--- config.mk ---
export PLATFORM = sky130hd
export DESIGN_NAME = streamer
export DESIGN_NICKNAME = d
export VERILOG_FILES = /design/src/logic/streamer_pkg.sv /design/src/logic/tcdm_if.sv /design/src/logic/stream_fifo.sv /design/src/logic/stream_source.sv /design/src/logic/stream_sink.sv /design/src/logic/tcdm_mux.sv /design/src/logic/streamer.sv
export SDC_FILE = /design/constraint.sdc
export NUM_CORES = 1
export LEC_CHECK = 0
export BUFFER_PORTS_ARGS = -buffer_cell sky130_fd_sc_hd__buf_4
export CORE_AREA = 3 3 283 201
export CTS_CLUSTER_DIAMETER = 100
export DETAILED_ROUTE_END_ITERATION = 7
export DIE_AREA = 0 0 286 204
export PLACE_DENSITY = 0.79
export SYNTH_ARGS = -nofsm -noshare
export SYNTH_HDL_FRONTEND = slang
export SYNTH_SLANG_ARGS = --single-unit
--- constraint.sdc ---
create_clock -name clk_i -period 11.05 [get_ports clk_i]
set_input_delay 1.6575 -clock clk_i [delete_from_list [all_inputs] [get_ports clk_i]]
set_output_delay 1.6575 -clock clk_i [all_outputs]
set_load 0.01 [all_outputs]
--- src/logic/streamer_pkg.sv ---
/* Shared widths, FIFO depths and channel indices of the memory streamer.
   Addresses are byte addresses; every access is one full DATA_W word. */

package streamer_pkg;

  localparam int unsigned DATA_W = 32;
  localparam int unsigned ADDR_W = 32;
  localparam int unsigned BE_W   = DATA_W / 8;
  localparam int unsigned LEN_W  = 16;

  // Load FIFO depth doubles as the outstanding read credit
  localparam int unsigned LOAD_FIFO_DEPTH  = 4;
  localparam int unsigned STORE_FIFO_DEPTH = 2;
  localparam int unsigned LOAD_CNT_W       = $clog2(LOAD_FIFO_DEPTH + 1);

  // Memory channels seen by the arbiter
  localparam int unsigned N_CHAN = 3;
  localparam int unsigned CHAN_W = $clog2(N_CHAN);
  localparam int unsigned CH_X   = 0;
  localparam int unsigned CH_W   = 1;
  localparam int unsigned CH_Z   = 2;

  typedef logic [DATA_W-1:0] data_t;

  // One memory request as it waits in the store FIFO
  typedef struct packed {
    logic [ADDR_W-1:0] add;
    logic              wen;
    logic [BE_W-1:0]   be;
    data_t             data;
  } mem_req_t;

endpackage

--- src/logic/tcdm_if.sv ---
/* One channel of the memory port. wen high means read.
   A read answers with r_valid one cycle after its grant; writes give no response. */

`timescale 1ns/10ps

interface tcdm_if
  import streamer_pkg::*;
();

  logic              req;
  logic              gnt;
  logic [ADDR_W-1:0] add;
  logic              wen;
  logic [BE_W-1:0]   be;
  data_t             data;
  logic              r_valid;
  data_t             r_data;

  // Source or sink side
  modport initiator (
    output req, add, wen, be, data,
    input  gnt, r_valid, r_data
  );

  // Arbiter side
  modport target (
    input  req, add, wen, be, data,
    output gnt, r_valid, r_data
  );

endinterface

--- src/logic/stream_fifo.sv ---
/* Circular-buffer FIFO, any DEPTH of 1 or more. Push while full and pop while
   empty are ignored. The head word is visible on pop_data_o while not empty. */

`timescale 1ns/10ps

module stream_fifo #(
  parameter type         payload_t = logic [31:0],
  parameter int unsigned DEPTH     = 4
) (
  input  logic                       clk_i,
  input  logic                       rst_n_i,
  input  logic                       clear_i,
  input  logic                       push_i,
  input  payload_t                   push_data_i,
  output logic                       full_o,
  input  logic                       pop_i,
  output payload_t                   pop_data_o,
  output logic                       empty_o,
  output logic [$clog2(DEPTH+1)-1:0] count_o
);

  localparam int unsigned PTR_W = (DEPTH > 1) ? $clog2(DEPTH) : 1;
  localparam int unsigned CNT_W = $clog2(DEPTH + 1);

  payload_t         mem_q [DEPTH];
  logic [PTR_W-1:0] wr_ptr_q;
  logic [PTR_W-1:0] rd_ptr_q;
  logic [CNT_W-1:0] count_q;
  logic             do_push;
  logic             do_pop;

  assign full_o  = (count_q == CNT_W'(DEPTH));
  assign empty_o = (count_q == '0);
  assign count_o = count_q;
  assign do_push = push_i & ~full_o;
  assign do_pop  = pop_i & ~empty_o;

  always_ff @(posedge clk_i) begin
    if (!rst_n_i || clear_i) begin
      wr_ptr_q <= '0;
      rd_ptr_q <= '0;
      count_q  <= '0;
    end else begin
      // Pointers wrap explicitly so DEPTH need not be a power of two
      if (do_push) begin
        wr_ptr_q <= (wr_ptr_q == PTR_W'(DEPTH - 1)) ? '0 : wr_ptr_q + 1'b1;
      end
      if (do_pop) begin
        rd_ptr_q <= (rd_ptr_q == PTR_W'(DEPTH - 1)) ? '0 : rd_ptr_q + 1'b1;
      end
      count_q <= count_q + CNT_W'(do_push) - CNT_W'(do_pop);
    end
  end

  always_ff @(posedge clk_i) begin
    if (do_push) begin
      mem_q[wr_ptr_q] <= push_data_i;
    end
  end

  assign pop_data_o = mem_q[rd_ptr_q];

endmodule

--- src/logic/stream_source.sv ---
/* Load channel: reads len_i words at base_i + i*stride_i and streams them in order.
   Reads in flight plus buffered words never exceed LOAD_FIFO_DEPTH.
   A start with len_i of zero only pulses done. */

`timescale 1ns/10ps

module stream_source
  import streamer_pkg::*;
(
  input  logic              clk_i,
  input  logic              rst_n_i,
  input  logic              clear_i,
  input  logic              enable_i,
  input  logic              start_i,
  input  logic [ADDR_W-1:0] base_i,
  input  logic [LEN_W-1:0]  stride_i,
  input  logic [LEN_W-1:0]  len_i,
  output logic              busy_o,
  output logic              done_o,
  tcdm_if.initiator         tcdm,
  output logic              valid_o,
  input  logic              ready_i,
  output data_t             data_o
);

  logic                  busy_q;
  logic                  done_q;
  logic [ADDR_W-1:0]     addr_q;
  logic [LEN_W-1:0]      stride_q;
  logic [LEN_W-1:0]      req_left_q;
  logic [LEN_W-1:0]      out_left_q;
  logic [LOAD_CNT_W-1:0] outst_q;
  logic [LOAD_CNT_W-1:0] fifo_count;
  logic                  fifo_empty;
  logic                  credit_ok;
  logic                  issue;
  logic                  take;
  logic                  start;

  assign start = start_i & ~busy_q;

  // One extra bit keeps the credit sum from wrapping
  assign credit_ok = ({1'b0, outst_q} + {1'b0, fifo_count}) <
                     (LOAD_CNT_W + 1)'(LOAD_FIFO_DEPTH);

  assign tcdm.req  = busy_q & enable_i & (req_left_q != '0) & credit_ok;
  assign tcdm.add  = addr_q;
  assign tcdm.wen  = 1'b1;
  assign tcdm.be   = '1;
  assign tcdm.data = '0;
  assign issue     = tcdm.req & tcdm.gnt;

  stream_fifo #(
    .payload_t ( data_t          ),
    .DEPTH     ( LOAD_FIFO_DEPTH )
  ) i_load_fifo (
    .clk_i       ( clk_i        ),
    .rst_n_i     ( rst_n_i      ),
    .clear_i     ( clear_i      ),
    .push_i      ( tcdm.r_valid ),
    .push_data_i ( tcdm.r_data  ),
    .full_o      (              ),
    .pop_i       ( take         ),
    .pop_data_o  ( data_o       ),
    .empty_o     ( fifo_empty   ),
    .count_o     ( fifo_count   )
  );

  assign valid_o = ~fifo_empty;
  assign take    = valid_o & ready_i;
  assign busy_o  = busy_q;
  assign done_o  = done_q;

  always_ff @(posedge clk_i) begin
    if (!rst_n_i || clear_i) begin
      busy_q     <= 1'b0;
      done_q     <= 1'b0;
      req_left_q <= '0;
      out_left_q <= '0;
      outst_q    <= '0;
    end else begin
      done_q  <= 1'b0;
      outst_q <= outst_q + LOAD_CNT_W'(issue) - LOAD_CNT_W'(tcdm.r_valid);
      if (start) begin
        busy_q     <= (len_i != '0);
        done_q     <= (len_i == '0);
        req_left_q <= len_i;
        out_left_q <= len_i;
      end else if (busy_q) begin
        if (issue) begin
          req_left_q <= req_left_q - 1'b1;
        end
        // Last word leaving the stream ends the run
        if (take) begin
          out_left_q <= out_left_q - 1'b1;
          if (out_left_q == LEN_W'(1)) begin
            busy_q <= 1'b0;
            done_q <= 1'b1;
          end
        end
      end
    end
  end

  always_ff @(posedge clk_i) begin
    if (start) begin
      addr_q   <= base_i;
      stride_q <= stride_i;
    end else if (issue) begin
      addr_q <= addr_q + ADDR_W'(stride_q);
    end
  end

endmodule

--- src/logic/stream_sink.sv ---
/* Store channel: writes len_i stream words to base_i + i*stride_i, all bytes enabled.
   Done follows the grant of the last write. A start with len_i of zero only pulses done. */

`timescale 1ns/10ps

module stream_sink
  import streamer_pkg::*;
(
  input  logic              clk_i,
  input  logic              rst_n_i,
  input  logic              clear_i,
  input  logic              enable_i,
  input  logic              start_i,
  input  logic [ADDR_W-1:0] base_i,
  input  logic [LEN_W-1:0]  stride_i,
  input  logic [LEN_W-1:0]  len_i,
  output logic              busy_o,
  output logic              done_o,
  tcdm_if.initiator         tcdm,
  input  logic              valid_i,
  output logic              ready_o,
  input  data_t             data_i
);

  logic              busy_q;
  logic              done_q;
  logic [ADDR_W-1:0] addr_q;
  logic [LEN_W-1:0]  stride_q;
  logic [LEN_W-1:0]  acc_left_q;
  logic [LEN_W-1:0]  wr_left_q;
  logic              fifo_full;
  logic              fifo_empty;
  logic              accept;
  logic              retire;
  logic              start;
  mem_req_t          push_req;
  mem_req_t          head_req;

  assign start   = start_i & ~busy_q;
  assign ready_o = busy_q & enable_i & (acc_left_q != '0) & ~fifo_full;
  assign accept  = valid_i & ready_o;

  // Each accepted word becomes a full-word write at the running address
  assign push_req.add  = addr_q;
  assign push_req.wen  = 1'b0;
  assign push_req.be   = '1;
  assign push_req.data = data_i;

  stream_fifo #(
    .payload_t ( mem_req_t        ),
    .DEPTH     ( STORE_FIFO_DEPTH )
  ) i_store_fifo (
    .clk_i       ( clk_i      ),
    .rst_n_i     ( rst_n_i    ),
    .clear_i     ( clear_i    ),
    .push_i      ( accept     ),
    .push_data_i ( push_req   ),
    .full_o      ( fifo_full  ),
    .pop_i       ( retire     ),
    .pop_data_o  ( head_req   ),
    .empty_o     ( fifo_empty ),
    .count_o     (            )
  );

  assign tcdm.req  = ~fifo_empty;
  assign tcdm.add  = head_req.add;
  assign tcdm.wen  = head_req.wen;
  assign tcdm.be   = head_req.be;
  assign tcdm.data = head_req.data;
  assign retire    = tcdm.req & tcdm.gnt;

  assign busy_o = busy_q;
  assign done_o = done_q;

  always_ff @(posedge clk_i) begin
    if (!rst_n_i || clear_i) begin
      busy_q     <= 1'b0;
      done_q     <= 1'b0;
      acc_left_q <= '0;
      wr_left_q  <= '0;
    end else begin
      done_q <= 1'b0;
      if (start) begin
        busy_q     <= (len_i != '0);
        done_q     <= (len_i == '0);
        acc_left_q <= len_i;
        wr_left_q  <= len_i;
      end else if (busy_q) begin
        if (accept) begin
          acc_left_q <= acc_left_q - 1'b1;
        end
        if (retire) begin
          wr_left_q <= wr_left_q - 1'b1;
          if (wr_left_q == LEN_W'(1)) begin
            busy_q <= 1'b0;
            done_q <= 1'b1;
          end
        end
      end
    end
  end

  always_ff @(posedge clk_i) begin
    if (start) begin
      addr_q   <= base_i;
      stride_q <= stride_i;
    end else if (accept) begin
      addr_q <= addr_q + ADDR_W'(stride_q);
    end
  end

endmodule

--- src/logic/tcdm_mux.sv ---
/* Round-robin arbiter of N_CHAN channels onto one memory port.
   A waiting request keeps the port until granted. Only the owner of the last
   granted read sees the next-cycle response, so write cycles are filtered out. */

`timescale 1ns/10ps

module tcdm_mux
  import streamer_pkg::*;
(
  input  logic              clk_i,
  input  logic              rst_n_i,
  input  logic              clear_i,
  tcdm_if.target            chan [N_CHAN],
  output logic              mem_req_o,
  input  logic              mem_gnt_i,
  output logic [ADDR_W-1:0] mem_add_o,
  output logic              mem_wen_o,
  output logic [BE_W-1:0]   mem_be_o,
  output data_t             mem_data_o,
  input  logic              mem_r_valid_i,
  input  data_t             mem_r_data_i
);

  logic [N_CHAN-1:0] req_v;
  logic [N_CHAN-1:0] wen_v;
  logic [ADDR_W-1:0] add_v [N_CHAN];
  logic [BE_W-1:0]   be_v [N_CHAN];
  data_t             data_v [N_CHAN];
  logic [CHAN_W-1:0] prio_q;
  logic [CHAN_W-1:0] rr_sel;
  logic [CHAN_W-1:0] sel;
  logic [CHAN_W-1:0] lock_idx_q;
  logic [CHAN_W-1:0] owner_q;
  logic              lock_q;
  logic              owner_vld_q;
  logic              xfer;

  for (genvar g = 0; g < N_CHAN; g++) begin : gen_chan
    assign req_v[g]  = chan[g].req;
    assign wen_v[g]  = chan[g].wen;
    assign add_v[g]  = chan[g].add;
    assign be_v[g]   = chan[g].be;
    assign data_v[g] = chan[g].data;

    assign chan[g].gnt     = mem_gnt_i & req_v[g] & (sel == CHAN_W'(g));
    assign chan[g].r_valid = mem_r_valid_i & owner_vld_q & (owner_q == CHAN_W'(g));
    assign chan[g].r_data  = mem_r_data_i;
  end

  // First requester at or after prio_q; walking down leaves the nearest one
  always_comb begin
    rr_sel = prio_q;
    for (int k = N_CHAN - 1; k >= 0; k--) begin
      if (req_v[(int'(prio_q) + k) % N_CHAN]) begin
        rr_sel = CHAN_W'((int'(prio_q) + k) % N_CHAN);
      end
    end
  end

  assign sel        = lock_q ? lock_idx_q : rr_sel;
  assign mem_req_o  = req_v[sel];
  assign mem_add_o  = add_v[sel];
  assign mem_wen_o  = wen_v[sel];
  assign mem_be_o   = be_v[sel];
  assign mem_data_o = data_v[sel];
  assign xfer       = mem_req_o & mem_gnt_i;

  always_ff @(posedge clk_i) begin
    if (!rst_n_i || clear_i) begin
      prio_q      <= '0;
      lock_q      <= 1'b0;
      lock_idx_q  <= '0;
      owner_vld_q <= 1'b0;
      owner_q     <= '0;
    end else begin
      // Hold the winner while it waits for mem_gnt_i
      lock_q      <= mem_req_o & ~mem_gnt_i;
      lock_idx_q  <= sel;
      owner_vld_q <= xfer & mem_wen_o;
      if (xfer) begin
        owner_q <= sel;
        prio_q  <= (sel == CHAN_W'(N_CHAN - 1)) ? '0 : sel + 1'b1;
      end
    end
  end

endmodule

--- src/logic/streamer.sv ---
/* Memory streamer top: X and W load streams, Z store stream, one shared memory port.
   Data passes unchanged. Control ports are per channel; start is a one-cycle pulse. */

`timescale 1ns/10ps

module streamer
  import streamer_pkg::*;
(
  input  logic              clk_i,
  input  logic              rst_n_i,
  input  logic              clear_i,
  input  logic              enable_i,

  // Memory port
  output logic              mem_req_o,
  input  logic              mem_gnt_i,
  output logic [ADDR_W-1:0] mem_add_o,
  output logic              mem_wen_o,
  output logic [BE_W-1:0]   mem_be_o,
  output data_t             mem_data_o,
  input  logic              mem_r_valid_i,
  input  data_t             mem_r_data_i,

  // Streams
  output logic              x_valid_o,
  input  logic              x_ready_i,
  output data_t             x_data_o,
  output logic              w_valid_o,
  input  logic              w_ready_i,
  output data_t             w_data_o,
  input  logic              z_valid_i,
  output logic              z_ready_o,
  input  data_t             z_data_i,

  // X control
  input  logic              x_start_i,
  input  logic [ADDR_W-1:0] x_base_i,
  input  logic [LEN_W-1:0]  x_stride_i,
  input  logic [LEN_W-1:0]  x_len_i,
  output logic              x_busy_o,
  output logic              x_done_o,

  // W control
  input  logic              w_start_i,
  input  logic [ADDR_W-1:0] w_base_i,
  input  logic [LEN_W-1:0]  w_stride_i,
  input  logic [LEN_W-1:0]  w_len_i,
  output logic              w_busy_o,
  output logic              w_done_o,

  // Z control
  input  logic              z_start_i,
  input  logic [ADDR_W-1:0] z_base_i,
  input  logic [LEN_W-1:0]  z_stride_i,
  input  logic [LEN_W-1:0]  z_len_i,
  output logic              z_busy_o,
  output logic              z_done_o
);

  // One memory channel per stream, indexed by CH_X, CH_W and CH_Z
  tcdm_if chan_if [N_CHAN] ();

  stream_source i_x_source (
    .clk_i    ( clk_i           ),
    .rst_n_i  ( rst_n_i         ),
    .clear_i  ( clear_i         ),
    .enable_i ( enable_i        ),
    .start_i  ( x_start_i       ),
    .base_i   ( x_base_i        ),
    .stride_i ( x_stride_i      ),
    .len_i    ( x_len_i         ),
    .busy_o   ( x_busy_o        ),
    .done_o   ( x_done_o        ),
    .tcdm     ( chan_if[CH_X]   ),
    .valid_o  ( x_valid_o       ),
    .ready_i  ( x_ready_i       ),
    .data_o   ( x_data_o        )
  );

  stream_source i_w_source (
    .clk_i    ( clk_i           ),
    .rst_n_i  ( rst_n_i         ),
    .clear_i  ( clear_i         ),
    .enable_i ( enable_i        ),
    .start_i  ( w_start_i       ),
    .base_i   ( w_base_i        ),
    .stride_i ( w_stride_i      ),
    .len_i    ( w_len_i         ),
    .busy_o   ( w_busy_o        ),
    .done_o   ( w_done_o        ),
    .tcdm     ( chan_if[CH_W]   ),
    .valid_o  ( w_valid_o       ),
    .ready_i  ( w_ready_i       ),
    .data_o   ( w_data_o        )
  );

  stream_sink i_z_sink (
    .clk_i    ( clk_i           ),
    .rst_n_i  ( rst_n_i         ),
    .clear_i  ( clear_i         ),
    .enable_i ( enable_i        ),
    .start_i  ( z_start_i       ),
    .base_i   ( z_base_i        ),
    .stride_i ( z_stride_i      ),
    .len_i    ( z_len_i         ),
    .busy_o   ( z_busy_o        ),
    .done_o   ( z_done_o        ),
    .tcdm     ( chan_if[CH_Z]   ),
    .valid_i  ( z_valid_i       ),
    .ready_o  ( z_ready_o       ),
    .data_i   ( z_data_i        )
  );

  tcdm_mux i_mux (
    .clk_i         ( clk_i         ),
    .rst_n_i       ( rst_n_i       ),
    .clear_i       ( clear_i       ),
    .chan          ( chan_if       ),
    .mem_req_o     ( mem_req_o     ),
    .mem_gnt_i     ( mem_gnt_i     ),
    .mem_add_o     ( mem_add_o     ),
    .mem_wen_o     ( mem_wen_o     ),
    .mem_be_o      ( mem_be_o      ),
    .mem_data_o    ( mem_data_o    ),
    .mem_r_valid_i ( mem_r_valid_i ),
    .mem_r_data_i  ( mem_r_data_i  )
  );

endmodule

==> summary.txt <==
status - completed
Clk network pwr share - 0.379
DRC viols - 0
Unique masters post-synth - 74
Non-Filler Cell Area, Final - 36,200 sq um
largest area contributor in the netlist - edfxtp_1
leakage - 0.0131 uW
DP Area - 34,100 sq um
root buf cell - clkbuf_16
num rows - 71
CP Max Fanout - 64
EDFF count, synth - 528
MaxCap Viol Count - 0
vias in the first global route - 21,000
Slew headroom - 0.0943
unrepaired setup endpoints after global routing - false
via-per-instance ratio - 5.99
worst r2r path cells - 15
wire per inst - 22.8 um
Initial Util - 0.561
initial antenna violation count - 14
ANT nets after route - 0
worst setup path category - input port to output pin
VDD IR-drop max - 0.145 mV
I/O pin total - 411
R2R setup slack - 6.14 ns
P per Cell Area - 159 nW/um^2
core area - 54,000 sq um
CTS clock-pin slew for the worst setup and hold paths - 0.06 ns
Critical Path End Type - output pin
Post-Syn Area - 30,300 sq um
Async S/R FF share, synth - 0
fin. max-slew vios - 0
synthesized net count - 2,753
Final min period - 6.41 ns
Die Wd - 286 um
P_int - 4340 uW
hold-fix buffers at CTS - 0
most frequent cells after synthesis - 528 x edfxtp_1, 203 x nor2_1, 189 x nand2_1
largest net degree at the start of global routing - 91
die area - 58,300 sq um
DR vias - 21,500
CTS resizes - 0
Arrival @ worst endpoint - 4.75 ns
Net Sw Power - 1430 uW
Sw Ratio - 0.247
Num CTS Buffers - 60
GRT Total Usage - 0.274
worst r2r dst - i_w_source.outst_q[2]
Setup TNS - 0 ns
syn_area_per_cell - 12.7 sq um
area delta synth->final - 19.6%
top cells by area, synth - edfxtp_1 52%, dfxtp_1 9.2%, mux4_2 4.8%, ha_1 3.4%, mux2i_1 3.3%
worst min-delay path class - register to register
Synth top area share - 0.523
Post-CTS Setup Inserts - 0
WL final - 81.7 mm
CTS Sinks - 667
CTS Buffer Depth - 3
CP required - 9.39 ns
Final Power - 5770 uW
clock skew - 0.0195 ns
Clk Latency, worst-skew pair - 0.63 ns
final worst path period share - 0.580
Overflow after GRT - 0
count of non-filler cells in the finished layout - 3,583
CTS tree - yes
Synth Flop Type - edfxtp_1
YS warnings - 0
CP endpoint - mem_add_o[29]
Final Hold Fails - 0
CP Launch Type - input port
H-tree depth - 2
slew of the pin with the lowest slew margin - 1.36 ns
dpl cells - 3,458
Worst R2R Start - i_w_source.i_load_fifo.count_o[1]
hold depth - 2
synthesized instance count - 2,395
combinational power share - 0.120
crit path from - enable_i
fraction of layout cells with a size suffix above 1 - 0.227
IO Port Bufs - 410
first-pass GRT wire length - 123 mm
router iterations before antenna repair - 6
final setup vio count - 0
share of the yosys chip area belonging to registers - 0.615
DP Wirelength - 56.9 mm
Layout Utilization - 0.671
Die H - 204 um
sequential power share - 0.501
DR iter-0 viols - 1,837
top-count cell post-synth - edfxtp_1
synthesis-stage register bit count - 667
Final #Nets - 3,148
GPL Wtd Cong - 0.918
FMAX - 156 MHz
how the worst min path moves through the flow:
stage,startpoint,to
final,i_mux.owner_q[0],i_mux.owner_q[0]
after global routing,i_z_sink.addr_q[8],i_z_sink.i_store_fifo.mem_q[0][40]
after CTS,i_x_source.out_left_q[14],i_x_source.out_left_q[14]
after detailed placement,i_x_source.out_left_q[14],i_x_source.out_left_q[14]
after global placement,i_x_source.out_left_q[14],i_x_source.out_left_q[14]
after floorplan,i_z_sink.wr_left_q[9],i_z_sink.wr_left_q[9]
power by group through the flow:
| stage | Sequential, uW | Combinational (uW) | Clock (uW) |
|---|---|---|---|
| floorplan | 2900 | 430 | 0 |
| global placement | 2940 | 652 | 0 |
| detailed placement | 2940 | 678 | 0 |
| CTS | 2890 | 686 | 2210 |
| global route | 2900 | 761 | 2320 |
| finish | 2890 | 694 | 2190 |
sequential cells by signal (all words and copies together) (netlist names), 16 cells and up, named ones only:
register,count
i_w_source.i_load_fifo.mem_q,128
i_w_source.out_left_q,16
i_w_source.req_left_q,16
i_w_source.stride_q,16
i_w_source.tcdm.add,32
i_x_source.i_load_fifo.mem_q,128
i_x_source.out_left_q,16
i_x_source.req_left_q,16
i_x_source.stride_q,16
i_x_source.tcdm.add,32
i_z_sink.acc_left_q,16
i_z_sink.addr_q,32
i_z_sink.i_store_fifo.mem_q,128
i_z_sink.stride_q,16
i_z_sink.wr_left_q,16
metal layers:
metal / track usage / vias to the layer above / share of wire
met5: 0 / - / 0.00046
met4: 0.136 / 6 / 0.053
met3: 0.0535 / 194 / 0.080
met2: 0.444 / 966 / 0.48
met1: 0.356 / 10500 / 0.39
li1: - / 9821 / -
final cells by class:
type                    count  area (sq um)
inverters                  67           254
well taps                 730           913
repair buffers            439          3300
clock inverters            42           480
clock buffers              72          1600
multi-input cells        1555         11000
diodes                     11          27.5
fillers                  3835         17800
flip-flops and latches    667         18600
stage by stage:
| step | worst slack [ns] | hold WS, ns |
|---|---|---|
| detailed placement | 4.71 | 0.463 |
| finish | 4.64 | 0.473 |
| global route | 4.44 | 0.488 |
| global placement | 4.88 | 0.449 |
| floorplan | 5.43 | 0.436 |
| CTS | 4.71 | 0.470 |
worst max-delay path, stage by stage:
cell      delay, ns
buf_4          0.09
nand2_1        0.07
nor4b_2        0.38
nand2_1        0.20
a21o_1         0.22
a2111o_1       0.43
a31o_2         0.25
buf_4          0.28
nand2_2        0.13
buf_4          0.52
o22ai_1        0.23
buf_4          0.19
placed cells by master (no fill, tap or decap), types with 64 or more instances in the layout:
| cell type | Yosys | routed |
|---|---|---|
| mux2i_1 | 101 | 101 |
| ha_1 | 83 | 83 |
| o21ai_0 | 111 | 111 |
| xnor2_1 | 67 | 67 |
| xor2_1 | 66 | 66 |
| nand2_1 | 189 | 187 |
| mux4_2 | 64 | 64 |
| dfxtp_1 | 139 | 136 |
| edfxtp_1 | 528 | 528 |
| a21oi_1 | 154 | 154 |
| buf_4 | 3 | 439 |
| nor2_1 | 203 | 201 |
kinds of logic after synthesis:
group,share of synthesized area
mux,0.0817
flops,0.615
xor+xnor,0.0384
buf+inv,0.0224
compound gates,0.0890
simple gates,0.114
fa+ha+maj,0.0389
(Power assumes the default switching activity.)
